$ cat config.mk
export PLATFORM = sky130hd
export DESIGN_NAME = s16_main
export DESIGN_NICKNAME = d
export VERILOG_FILES = /design/src/hdl/s16_pkg.sv /design/src/hdl/s16_addr_dec.sv /design/src/hdl/s16_bus_ctrl.sv /design/src/hdl/s16_cab_io.sv /design/src/hdl/s16_rom_dec.sv /design/src/hdl/s16_vblank_irq.sv /design/src/hdl/s16_main.sv
export SDC_FILE = /design/constraint.sdc
export NUM_CORES = 1
export LEC_CHECK = 0
export BUFFER_PORTS_ARGS = -buffer_cell sky130_fd_sc_hd__clkbuf_2
export CAP_MARGIN = 20
export CORE_MARGIN = 4
export CORE_UTILIZATION = 40
export CTS_CLUSTER_DIAMETER = 50
export DETAILED_ROUTE_END_ITERATION = 8
export GPL_TIMING_DRIVEN = 0
export MAX_ROUTING_LAYER = met4
export PLACE_DENSITY = 0.57
export REMOVE_ABC_BUFFERS = 1
export SLEW_MARGIN = 20
export SYNTH_ARGS = -nofsm -noshare
export SYNTH_HDL_FRONTEND = slang
export SYNTH_HIERARCHICAL = 1
export SYNTH_SLANG_ARGS = --single-unit
$ cat constraint.sdc
create_clock -name clk -period 6.55 [get_ports clk]
set_input_delay 1.31 -clock clk [delete_from_list [all_inputs] [get_ports clk]]
set_output_delay 1.31 -clock clk [all_outputs]
set_load 0.1 [all_outputs]
$ cat src/hdl/s16_pkg.sv
// Bus request and response structs, fetch-kind and region enums, memory map constants
package s16_pkg;

    // Function code of a CPU cycle
    typedef enum logic [1:0] {
        fetch_op,
        fetch_data,
        fetch_iack
    } fetch_kind_t;

    typedef struct packed {
        logic [23:1] addr;          // Word address
        logic        rnw;           // 1 for read
        logic [1:0]  be_n;          // [1] upper, [0] lower, active low
        logic [15:0] wdata;
        fetch_kind_t kind;
    } bus_req_t;

    typedef struct packed {
        logic [15:0] rdata;
        logic        berr;
    } bus_rsp_t;

    typedef enum logic [3:0] {
        reg_none,
        reg_rom,
        reg_vram,
        reg_char,
        reg_obj,
        reg_pal,
        reg_io,
        reg_wdog,
        reg_ram
    } region_t;

    // Memory map, compared against address bits 23-16
    localparam logic [7:0] MAP_ROM_LAST = 8'h03;   // ROM spans 00-03
    localparam logic [7:0] MAP_VRAM     = 8'h40;
    localparam logic [7:0] MAP_CHAR     = 8'h41;
    localparam logic [7:0] MAP_OBJ      = 8'h44;
    localparam logic [7:0] MAP_PAL      = 8'h84;
    localparam logic [7:0] MAP_IO_FIRST = 8'hc4;
    localparam logic [7:0] MAP_IO_LAST  = 8'hc5;
    localparam logic [7:0] MAP_WDOG     = 8'hc6;
    localparam logic [7:0] MAP_RAM      = 8'hc7;

    // I/O blocks on address bits 13-12
    localparam logic [1:0] IO_BLK_PPI = 2'd0;
    localparam logic [1:0] IO_BLK_CAB = 2'd1;
    localparam logic [1:0] IO_BLK_DIP = 2'd2;

    // Selects on address bits 2-1
    localparam logic [1:0] PPI_PORT_A = 2'd0;   // Sound latch
    localparam logic [1:0] PPI_PORT_B = 2'd1;
    localparam logic [1:0] PPI_PORT_C = 2'd2;
    localparam logic [1:0] CAB_SYS    = 2'd0;   // Coins, service, start
    localparam logic [1:0] CAB_JOY1   = 2'd1;
    localparam logic [1:0] CAB_JOY2   = 2'd3;

    localparam logic [15:0] OPEN_BUS = 16'hffff;

endpackage

$ cat src/hdl/s16_addr_dec.sv
// Registered address decoder for the System 16A memory map
`timescale 1ns/1ps

module s16_addr_dec (
    input  logic             clk,
    input  logic             rst,
    input  logic [23:1]      addr,
    input  logic             start,
    output s16_pkg::region_t region,
    output logic             region_ok
);
    import s16_pkg::*;

    logic [7:0] page;
    region_t    hit;

    assign page = addr[23:16];

    always_comb begin
        if (page <= MAP_ROM_LAST) begin
            hit = reg_rom;      // Bit 18 clear inside 00-03
        end else if (page == MAP_VRAM) begin
            hit = reg_vram;
        end else if (page == MAP_CHAR) begin
            hit = reg_char;
        end else if (page == MAP_OBJ) begin
            hit = reg_obj;
        end else if (page == MAP_PAL) begin
            hit = reg_pal;
        end else if (page >= MAP_IO_FIRST && page <= MAP_IO_LAST) begin
            hit = reg_io;
        end else if (page == MAP_WDOG) begin
            hit = reg_wdog;
        end else if (page == MAP_RAM) begin
            hit = reg_ram;
        end else begin
            hit = reg_none;     // Unmapped, ends in bus error
        end
    end

    // One-cycle result strobe per accepted cycle
    always_ff @(posedge clk or posedge rst) begin
        if (rst) begin
            region    <= reg_none;
            region_ok <= 1'b0;
        end else begin
            region_ok <= start;
            if (start) region <= hit;
        end
    end

endmodule

$ cat src/hdl/s16_bus_ctrl.sv
// Bus cycle FSM with request holding, chip selects, wait sequencing and response capture
`timescale 1ns/1ps

module s16_bus_ctrl (
    input  logic              clk,
    input  logic              rst,
    input  logic              req_valid,
    input  s16_pkg::bus_req_t req,
    input  s16_pkg::region_t  region,
    input  logic              region_ok,
    input  logic              ram_ok,
    input  logic              dec_ok,
    input  logic [15:0]       rom_word,
    input  logic [15:0]       ram_data,
    input  logic [15:0]       char_dout,
    input  logic [15:0]       obj_dout,
    input  logic [15:0]       pal_dout,
    input  logic [7:0]        io_dout,
    output logic              req_ready,
    output s16_pkg::bus_req_t held_req,
    output logic              rsp_valid,
    output s16_pkg::bus_rsp_t rsp,
    output logic              rom_cs,
    output logic              ram_cs,
    output logic              vram_cs,
    output logic              char_cs,
    output logic              obj_cs,
    output logic              pal_cs,
    output logic              io_cs,
    output logic              iack
);
    import s16_pkg::*;

    typedef enum logic [2:0] {
        st_idle,
        st_decode,
        st_access,
        st_wait,
        st_respond
    } state_t;

    state_t      state;
    region_t     cur_region;
    logic        accept;
    logic        sel_on;
    logic        done;
    logic [15:0] rd_word;

    assign req_ready = state == st_idle;
    assign accept    = req_valid && req_ready;
    assign iack      = accept && req.kind == fetch_iack;    // Clears the pending IRQ at once
    assign rsp_valid = state == st_respond;

    // Selects stay up through access and wait
    assign sel_on  = state == st_access || state == st_wait;
    assign rom_cs  = sel_on && cur_region == reg_rom;
    assign ram_cs  = sel_on && cur_region == reg_ram;
    assign vram_cs = sel_on && cur_region == reg_vram;
    assign char_cs = sel_on && cur_region == reg_char;
    assign obj_cs  = sel_on && cur_region == reg_obj;
    assign pal_cs  = sel_on && cur_region == reg_pal;
    assign io_cs   = sel_on && cur_region == reg_io;

    // End of wait and data source per region
    always_comb begin
        done    = state == st_wait;     // Fixed latency regions
        rd_word = OPEN_BUS;
        case (cur_region)
            reg_none: done = 1'b1;      // Bus error right after access
            reg_rom: begin
                done    = dec_ok;
                rd_word = rom_word;
            end
            reg_ram, reg_vram: begin
                done    = ram_ok;
                rd_word = ram_data;
            end
            reg_char: rd_word = char_dout;
            reg_obj:  rd_word = obj_dout;
            reg_pal:  rd_word = pal_dout;
            reg_io:   rd_word = {8'hff, io_dout};
            default:  rd_word = OPEN_BUS;   // Watchdog
        endcase
    end

    always_ff @(posedge clk or posedge rst) begin
        if (rst) begin
            state      <= st_idle;
            cur_region <= reg_none;
        end else begin
            case (state)
                st_idle:
                    if (accept) state <= req.kind == fetch_iack ? st_respond : st_decode;
                st_decode:
                    if (region_ok) begin
                        cur_region <= region;
                        state      <= st_access;
                    end
                st_access, st_wait:
                    state <= done ? st_respond : st_wait;
                default: state <= st_idle;
            endcase
        end
    end

    always_ff @(posedge clk) begin
        if (accept) begin
            held_req <= req;
            rsp      <= '{rdata: OPEN_BUS, berr: 1'b0};   // Interrupt ack answer
        end else if (sel_on && done) begin
            rsp.rdata <= held_req.rnw ? rd_word : OPEN_BUS;
            rsp.berr  <= cur_region == reg_none;
        end
    end

endmodule

$ cat src/hdl/s16_cab_io.sv
// Cabinet inputs, DIP switches and 8255-style port registers with readback
`timescale 1ns/1ps

module s16_cab_io (
    input  logic              clk,
    input  logic              rst,
    input  logic              io_cs,
    input  s16_pkg::bus_req_t held_req,
    input  logic [7:0]        joystick1,
    input  logic [7:0]        joystick2,
    input  logic [1:0]        start_button,
    input  logic [1:0]        coin_input,
    input  logic              service,
    input  logic [7:0]        dipsw_a,
    input  logic [7:0]        dipsw_b,
    input  logic              snd_ack,
    output logic [7:0]        io_dout,
    output logic [7:0]        snd_latch,
    output logic              snd_irqn,
    output logic              flip,
    output logic              colscr_en,
    output logic              rowscr_en
);
    import s16_pkg::*;

    logic [7:0] port_a;
    logic [7:0] port_b;
    logic [7:0] port_c;
    logic [1:0] blk;
    logic [1:0] sel;
    logic       port_wr;
    logic [7:0] rd_mux;

    // Board wiring of the joystick bits
    function automatic logic [7:0] sort_joy(input logic [7:0] joy);
        return {joy[1:0], joy[3:2], joy[7], joy[5:4], joy[6]};
    endfunction

    assign blk     = held_req.addr[13:12];
    assign sel     = held_req.addr[2:1];
    assign port_wr = io_cs && !held_req.rnw && !held_req.be_n[0] && blk == IO_BLK_PPI;

    assign snd_latch = port_a;
    assign flip      = port_b[7];
    assign snd_irqn  = port_c[7];
    assign colscr_en = port_c[2];
    assign rowscr_en = port_c[1];

    always_ff @(posedge clk or posedge rst) begin
        if (rst) begin
            port_a <= 8'hff;
            port_b <= 8'hff;
            port_c <= 8'hff;
        end else if (port_wr) begin
            case (sel)
                PPI_PORT_A: port_a <= held_req.wdata[7:0];
                PPI_PORT_B: port_b <= held_req.wdata[7:0];
                PPI_PORT_C: port_c <= held_req.wdata[7:0];
                default: ;      // Control word ignored
            endcase
        end
    end

    always_comb begin
        rd_mux = 8'hff;
        case (blk)
            IO_BLK_PPI:
                case (sel)
                    PPI_PORT_A: rd_mux = port_a;
                    PPI_PORT_B: rd_mux = port_b;
                    PPI_PORT_C: rd_mux = {port_c[7], snd_ack, port_c[5:0]};
                    default:    rd_mux = 8'hff;
                endcase
            IO_BLK_CAB:
                case (sel)
                    CAB_SYS:  rd_mux = {2'b11, start_button, service, 1'b1, coin_input};
                    CAB_JOY1: rd_mux = sort_joy(joystick1);
                    CAB_JOY2: rd_mux = sort_joy(joystick2);
                    default:  rd_mux = 8'hff;
                endcase
            IO_BLK_DIP: rd_mux = held_req.addr[1] ? dipsw_b : dipsw_a;
            default:    rd_mux = 8'hff;
        endcase
    end

    // Read byte ready one cycle after select
    always_ff @(posedge clk) begin
        io_dout <= io_cs ? rd_mux : 8'hff;
    end

endmodule

$ cat src/hdl/s16_rom_dec.sv
// Programmable opcode and data key tables with registered ROM word decryption
`timescale 1ns/1ps

module s16_rom_dec #(
    parameter int KEY_BITS = 4
) (
    input  logic              clk,
    input  logic              rst,
    input  logic              dec_en,
    input  logic              prog_we,
    input  logic [4:0]        prog_addr,
    input  logic [7:0]        prog_data,
    input  logic              rom_ok,
    input  logic [15:0]       rom_data,
    input  s16_pkg::bus_req_t held_req,
    output logic              dec_ok,
    output logic [15:0]       rom_word
);
    import s16_pkg::*;

    localparam int KEY_DEPTH = 2 ** KEY_BITS;

    logic [7:0]          key_op  [KEY_DEPTH];
    logic [7:0]          key_dat [KEY_DEPTH];
    logic [KEY_BITS-1:0] prog_idx;
    logic [KEY_BITS-1:0] rd_idx;
    logic [7:0]          key;

    assign prog_idx = prog_addr[KEY_BITS-1:0];
    assign rd_idx   = held_req.addr[KEY_BITS:1];

    // Bit above the index picks the data half
    always_ff @(posedge clk) begin
        if (prog_we) begin
            if (prog_addr[KEY_BITS]) begin
                key_dat[prog_idx] <= prog_data;
            end else begin
                key_op[prog_idx] <= prog_data;
            end
        end
    end

    assign key = held_req.kind == fetch_op ? key_op[rd_idx] : key_dat[rd_idx];

    always_ff @(posedge clk) begin
        if (rom_ok) rom_word <= dec_en ? rom_data ^ {key, key} : rom_data;
    end

    // Word valid one cycle after rom_ok
    always_ff @(posedge clk or posedge rst) begin
        if (rst) begin
            dec_ok <= 1'b0;
        end else begin
            dec_ok <= rom_ok;
        end
    end

endmodule

$ cat src/hdl/s16_vblank_irq.sv
// VBLANK interrupt request, set on a chosen line and released by acknowledge
`timescale 1ns/1ps

module s16_vblank_irq #(
    parameter int VBLANK_LINE = 223
) (
    input  logic       clk,
    input  logic       rst,
    input  logic [8:0] vdump,
    input  logic       hstart,
    input  logic       iack,
    output logic       irq_n
);
    logic hstart_l;
    logic fire;

    // Line start on the chosen line
    assign fire = hstart && !hstart_l && vdump == 9'(VBLANK_LINE);

    always_ff @(posedge clk or posedge rst) begin
        if (rst) begin
            hstart_l <= 1'b0;
            irq_n    <= 1'b1;
        end else begin
            hstart_l <= hstart;
            if (iack) begin
                irq_n <= 1'b1;      // Acknowledge wins over a new edge
            end else if (fire) begin
                irq_n <= 1'b0;
            end
        end
    end

endmodule

$ cat src/hdl/s16_main.sv
// Main CPU bus glue top level with controller, decoder, I/O, ROM decryption and IRQ
`timescale 1ns/1ps

module s16_main #(
    parameter int VBLANK_LINE = 223,
    parameter int KEY_BITS    = 4
) (
    input  logic              clk,
    input  logic              rst,
    // Bus master port
    input  logic              req_valid,
    input  s16_pkg::bus_req_t req,
    output logic              req_ready,
    output logic              rsp_valid,
    output s16_pkg::bus_rsp_t rsp,
    // External memories
    output logic              rom_cs,
    output logic [17:1]       rom_addr,
    input  logic [15:0]       rom_data,
    input  logic              rom_ok,
    output logic              ram_cs,
    output logic              vram_cs,
    input  logic [15:0]       ram_data,
    input  logic              ram_ok,
    output logic [12:1]       mem_addr,
    output logic [15:0]       mem_wdata,
    output logic [1:0]        mem_we_n,
    // Video chips
    output logic              char_cs,
    output logic              obj_cs,
    output logic              pal_cs,
    input  logic [15:0]       char_dout,
    input  logic [15:0]       obj_dout,
    input  logic [15:0]       pal_dout,
    input  logic [8:0]        vdump,
    input  logic              hstart,
    output logic              irq_n,
    // Cabinet
    input  logic [7:0]        joystick1,
    input  logic [7:0]        joystick2,
    input  logic [1:0]        start_button,
    input  logic [1:0]        coin_input,
    input  logic              service,
    input  logic [7:0]        dipsw_a,
    input  logic [7:0]        dipsw_b,
    input  logic              snd_ack,
    output logic [7:0]        snd_latch,
    output logic              snd_irqn,
    output logic              flip,
    output logic              colscr_en,
    output logic              rowscr_en,
    // Key table programming
    input  logic              dec_en,
    input  logic              prog_we,
    input  logic [4:0]        prog_addr,
    input  logic [7:0]        prog_data
);
    import s16_pkg::*;

    bus_req_t    held_req;
    region_t     region;
    logic        region_ok;
    logic        dec_start;
    logic        dec_ok;
    logic [15:0] rom_word;
    logic        io_cs;
    logic [7:0]  io_dout;
    logic        iack;

    assign dec_start = req_valid && req_ready;
    assign mem_addr  = held_req.addr[12:1];
    assign rom_addr  = held_req.addr[17:1];
    assign mem_wdata = held_req.wdata;
    assign mem_we_n  = held_req.be_n | {2{held_req.rnw}};  // No strobes on reads

    s16_bus_ctrl u_ctrl (
        .clk(clk), .rst(rst), .req_valid(req_valid), .req(req),
        .region(region), .region_ok(region_ok), .ram_ok(ram_ok), .dec_ok(dec_ok),
        .rom_word(rom_word), .ram_data(ram_data), .char_dout(char_dout),
        .obj_dout(obj_dout), .pal_dout(pal_dout), .io_dout(io_dout),
        .req_ready(req_ready), .held_req(held_req), .rsp_valid(rsp_valid), .rsp(rsp),
        .rom_cs(rom_cs), .ram_cs(ram_cs), .vram_cs(vram_cs), .char_cs(char_cs),
        .obj_cs(obj_cs), .pal_cs(pal_cs), .io_cs(io_cs), .iack(iack)
    );

    // Decodes straight from the incoming request
    s16_addr_dec u_dec (
        .clk(clk), .rst(rst), .addr(req.addr), .start(dec_start),
        .region(region), .region_ok(region_ok)
    );

    s16_cab_io u_io (
        .clk(clk), .rst(rst), .io_cs(io_cs), .held_req(held_req),
        .joystick1(joystick1), .joystick2(joystick2), .start_button(start_button),
        .coin_input(coin_input), .service(service), .dipsw_a(dipsw_a), .dipsw_b(dipsw_b),
        .snd_ack(snd_ack), .io_dout(io_dout), .snd_latch(snd_latch), .snd_irqn(snd_irqn),
        .flip(flip), .colscr_en(colscr_en), .rowscr_en(rowscr_en)
    );

    s16_rom_dec #(.KEY_BITS(KEY_BITS)) u_rom_dec (
        .clk(clk), .rst(rst), .dec_en(dec_en), .prog_we(prog_we),
        .prog_addr(prog_addr), .prog_data(prog_data), .rom_ok(rom_ok),
        .rom_data(rom_data), .held_req(held_req), .dec_ok(dec_ok), .rom_word(rom_word)
    );

    s16_vblank_irq #(.VBLANK_LINE(VBLANK_LINE)) u_irq (
        .clk(clk), .rst(rst), .vdump(vdump), .hstart(hstart), .iack(iack), .irq_n(irq_n)
    );

endmodule

Yosys cells after proc, flatten, opt, wreduce, memory -nomap -nowiden:

Memory sizes are Yosys's and may differ from the RTL's. A register that Yosys moved wholly into a read port is not among the register bits.
Index checks and enable logic that the tools add are counted.
W data, S select, Z words.

* register bits after elaboration: 118
* memory bits (writable): 256
* word-level logic and storage cells: 117
* memories kept: 2

Memory list
* u_rom_dec.key_dat: words 16, width 8, rd ports 1, clocked after Yosys merged registers in 1, wr ports 1, line s16_rom_dec.sv:24 `logic [7:0] key_dat [KEY_DEPTH];`
* u_rom_dec.key_op: words 16, width 8, rd ports 1, clocked after Yosys merged registers in 1, wr ports 1, line s16_rom_dec.sv:23 `logic [7:0] key_op [KEY_DEPTH];`

* magnitude comparators: 3
* equal/unequal tests: 26
* multiplexer cells: 32
* bitwise operators: 2
* reduce and logical (&&, ||, !) cells: 33

Operator list (number)
* $pmux W16 S6: 1
* $pmux W8 S3: 3
* $mux W4: 10
* $mux W16: 2
* $eq A8 B7 Y1 const B: 3
* $eq A8 B8 Y1 const B: 3
* $logic_and A1 B1 Y1: 16
* $mux W8: 2
* $xor A16 B16 Y16: 1
* $eq A4 B3 Y1 const B: 3
* $mux W3: 4
* $reduce_and A2 Y1: 5
* $eq A9 B8 Y1 const B: 1
* $pmux W3 S3: 1
* $eq A2 B2 Y1 const B: 4
* $eq A4 B2 Y1 const B: 2
* $ge A8 B8 Y1 const B: 1
* $le A8 B2 Y1 const B: 1
* $le A8 B8 Y1 const B: 1
* $mux W1: 8
* $eq A3 B2 Y1 const B: 2
* $logic_not A2 Y1: 3
* $eq A2 B1 Y1 const B: 2
* $eq A4 B1 Y1 const B: 1
* 13 further kinds: 16

Logic depth before layout (Yosys ltp):

* depth in word-level cells: 9
* mapped depth: 10
* depth with buffers taken out: 6

By module:

Netlist, hierarchy kept.

Modules (own cells, without submodules)
* s16_rom_dec: times used 1, cells each 598, area each 10986.8 sq um
* s16_bus_ctrl: times used 1, cells each 303, area each 3338.2 sq um
* s16_cab_io: times used 1, cells each 140, area each 1686.6 sq um
* s16_addr_dec: times used 1, cells each 31, area each 279.0 sq um
* s16_main: times used 1, cells each 15, area each 108.9 sq um
* s16_vblank_irq: times used 1, cells each 8, area each 98.8 sq um

Worst setup path after synthesis:

Ideal clock, no wire load.

* path type: flip-flop to output port
* start point: register u_ctrl.cur_region[1]
* end point: output port obj_cs
* arrival time: 3.838 ns
* required time: 5.240 ns
* path slack: 1.402 ns
* cell stages (with the launch flop): 5
* buffers on the path: 3
* cells stage by stage: dfrtp_1 -> buf_2 -> buf_2 -> buf_2 -> nor4_1

* longest elaborated chain between the ends: 2

RTL lines
* from (decl): line s16_bus_ctrl.sv:43 `region_t cur_region;`
* from (signal assigned): line s16_bus_ctrl.sv:89 `cur_region <= reg_none;`
* from (signal assigned): line s16_bus_ctrl.sv:96 `cur_region <= region;`
* $eq A4 B3 Y1: line s16_bus_ctrl.sv:60 `assign obj_cs = sel_on && cur_region == reg_obj;`
* $logic_and A1 B1 Y1: line s16_bus_ctrl.sv:60
* to (decl): line s16_main.sv:30 `output logic obj_cs,`

Every way passes these cells.

Final worst setup path:

* start point: register, netlist name u_ctrl/held_req[21]
* end point: output port mem_addr[1] in the netlist's numbering

RTL lines
* to (decl): line s16_main.sv:25 `output logic [12:1] mem_addr,`

No word-level cell between the ends.

==> results.txt <==
* Total congestion overflow after global routing: 0
- In this run the vertical extent of the chip is approximately 210 µm.
- Total of hold buffers inserted after clock tree synthesis: 0
* Cell at the slowest stage of the critical path: sky130_fd_sc_hd__edfxtp_1
- Across the VDD grid, the largest voltage drop is 0.323 mV.
* Startpoint kind of the worst setup timing path: flip-flop
- Clock-pin slew on the worst setup and hold paths: 0.06 ns
* FF-to-FF setup slack: between 3 and 4 ns
- The top cell types in the final layout, fill and taps aside, are 310 x sky130_fd_sc_hd__edfxtp_1, 276 x sky130_fd_sc_hd__clkbuf_2, 107 x sky130_fd_sc_hd__mux2_2.
- Worst setup path startpoint: u_ctrl/held_req[21]
- The final number of hold-violating endpoints came to 0.
* Worst-Margin Slew: about 1.1 ns
- The initialized floorplan defines 73 standard-cell rows.
* Total design power: roughly 0.0079 W
- P_sw: approximately 0.003 W
* Critical path type: reg -> out
- Critical path data required time: approximately 5.2 ns
- TritonCTS created between 40 and 50 clock buffers.
- The Yosys step of the flow raised 6 warnings.
- TritonCTS clock tree: built
* First-pass GRT wire length: approximately 66000 µm
- Across every metal layer, demand over resource in global routing totals between 20% and 30%.
* Critical Path Most Common Cell: sky130_fd_sc_hd__buf_8
* Clock network latency to the later pin of the worst-skew pair: approximately 0.58 ns
- Number of vias in the routed layout: 10400
- Endpoint arrival time on the critical path: 2.76 ns
- For the worst flop-to-flop path, the logic depth is 5.
* Number of max-slew violations in the final report: 0
- Layout net count: around 1500
* Final critical-path required period: around 4.1 ns
- The worst pin sits at a relative slew slack of between 20% and 30%.
- Endpoint of the most critical register-to-register path: u_rom_dec/rom_word[7]
- Counting buffers and inverters, the worst setup path is 6 cells deep.
- The share of total power dissipated in the clock network is about a third.
- Max cap viols: 0
- The H-tree generated during clock tree synthesis spans 2 levels.
- In this run the worst path has a maximum fanout of 18.
* Sink Count: between 300 and 400
- Number of global-route vias before repair: approximately 10000
- End point of the critical path: mem_addr[1]
- Std-Cell Core Area: ~40000 µm²
- Walking the worst path, the cells encountered are buf_8 > buf_8 > buf_8 > buf_8 > buf_16 > clkbuf_2.
* Synthesized instance count: between 1000 and 1500
* Fraction of final layout cells sized beyond drive strength 1: roughly two fifths
* Netlist Area Pre-Place: 16300 µm²
* HPWL after detailed placement: approximately 31000 µm
- Initial antenna violation count: 1
- Sequential cells burn between 30% and 40% of the power.
- A synthesized cell averages between 10 and 15 µm².
- Switching Share: ~38%
- Buffers and inverters on the worst path: 6
* Crit Reg-Reg Startpoint: u_ctrl/held_req[23]
* Hold Path Class: reg -> reg
- Via-per-instance ratio: between 5 and 6
- Routed len/inst: between 20 and 25 µm
- Most common cell after layout, fill and taps aside: sky130_fd_sc_hd__edfxtp_1
- # IOs: 277
* Quantity of I/O buffers inserted on ports: between 200 and 300
- Hold is met by between 0.4 and 0.5 ns.
- Number of DRC markers after the initial detailed-route iteration: about 730
* Number of buffers between clock root and the deepest sink: 3
- Leakage power of the design: 7.01 nW
- DR DRC count: 0
- Number of endpoints failing setup at the final stage: 0
- The count of nets left with antenna violations once routing finished came out at 0.
* Starting utilization of the core area: around 41%
- RSZ-0062 raised after global routing: false
- Chip width: 210 µm
* Post-Place Cell Area: 18100 µm²
- Clock skew on the completed layout was measured at ~0.023 ns.
- For this run, the slowest stage of the critical path takes about 0.69 ns.
* Post-cts sizing count: 0
- Routability-driven placement finished with a final weighted congestion of a little over 0.9.
- Derived from the worst setup path, the maximum achievable clock frequency is approximately 0.25 GHz.
- Cell internal power was estimated by the tool at 0.00490 W.
- Pre-antenna DRT Iters: 5
- The routed design has ~45000 µm of wire.
- The flow ran to the end, and the final reports show no timing, DRC or antenna violations.
* Top delay family on crit path: buffers and inverters
* Part of the power in combinational logic: 30.3%
- The floorplan step defined a die boundary enclosing about 44000 µm².
- Signed area change from the synthesized netlist to the final layout: 20.5%
- Power density relative to cell area: ~400 nW/µm²
- Post CTS Setup Buffer Count: 0
- Endpoint kind of the worst setup timing path: primary output
* Clock root buffer: sky130_fd_sc_hd__clkbuf_16
- Pin count of the biggest net entering global routing: 49
- Fraction of the cycle the final worst path needs: between 60 and 70%
- The finished cells cover a little under 20000 µm².
-- sequential cells by signal, indices dropped and copies added (netlist names), 7 cells and up --
| name | count |
|---|---|
| u_io/snd_latch | 8 |
| u_ctrl/rsp | 17 |
| u_io/io_dout | 8 |
| u_io/port_b | 8 |
| u_rom_dec/key_dat | 128 |
| u_rom_dec/rom_word | 16 |
| u_io/port_c | 7 |
| u_rom_dec/key_op | 128 |
| u_ctrl/held_req | 38 |
-- layer usage --
layer / wire, µm / global-route usage (%) / vias to the layer above
li1: - / - / 4770
met1: 18800 / 26.3 / 5174
met2: 21100 / 31.8 / 398
met3: 2940 / 3.60 / 102
met4: 1990 / 8.96 / 0
met5: 0 / - / -
-- layout make-up --
cell class	instances	area (µm²)
inverter	15	56.3
tap	525	657
clock inverter	36	339
multi-input combinational	619	4980
clock buffer	51	1200
fill	3496	20300
antenna	1	2.50
sequential	373	10800
timing repair buffer	291	1630
-- power by group through the flow --
stage | logic (W) | clock network, W | registers [W]
after global routing | 0.00251 | 0.00268 | 0.00300
after detailed placement | 0.00238 | 0 | 0.00303
after CTS | 0.00239 | 0.00258 | 0.00298
after floorplan | 0.000974 | 0 | 0.00378
after global placement | 0.00223 | 0 | 0.00316
final | 0.00239 | 0.00251 | 0.00298
-- worst register-to-register path, delay by kind of cell (launching register included) --
family,cells,cell delay [ns]
AO/OA/AOI/OAI,3,1.14
flip-flops,1,0.87
XOR/XNOR,1,0.20
AND/OR/NAND/NOR,1,0.93
-- per-stage QoR --
step	TNS [ns]	std cells	setup WS, ns	util [%]
after global routing	0	1911	2.32	49.1
final	0	1911	2.48	49.1
after global placement	-44.29	1808	-1.72	44.5
after floorplan	-3.24	1007	-0.296	-
after detailed placement	0	1823	3.03	45.3
after CTS	0	1910	2.40	49.1
-- worst min-delay path by stage --
stage | startpoint | cells after the start | end | slack, ns
finish | u_ctrl/rsp[10] | 1 | u_ctrl/rsp[10] | 0.49
global route | u_ctrl/rsp[16] | 1 | u_ctrl/rsp[16] | 0.52
CTS | u_dec/region[1] | 2 | u_ctrl/cur_region[1] | 0.49
detailed placement | u_ctrl/rsp[16] | 1 | u_ctrl/rsp[16] | 0.48
global placement | u_dec/region[1] | 2 | u_ctrl/cur_region[1] | 0.47
floorplan | u_dec/region[1] | 2 | u_ctrl/cur_region[1] | 0.45
Power figures use the tool's default switching activity.
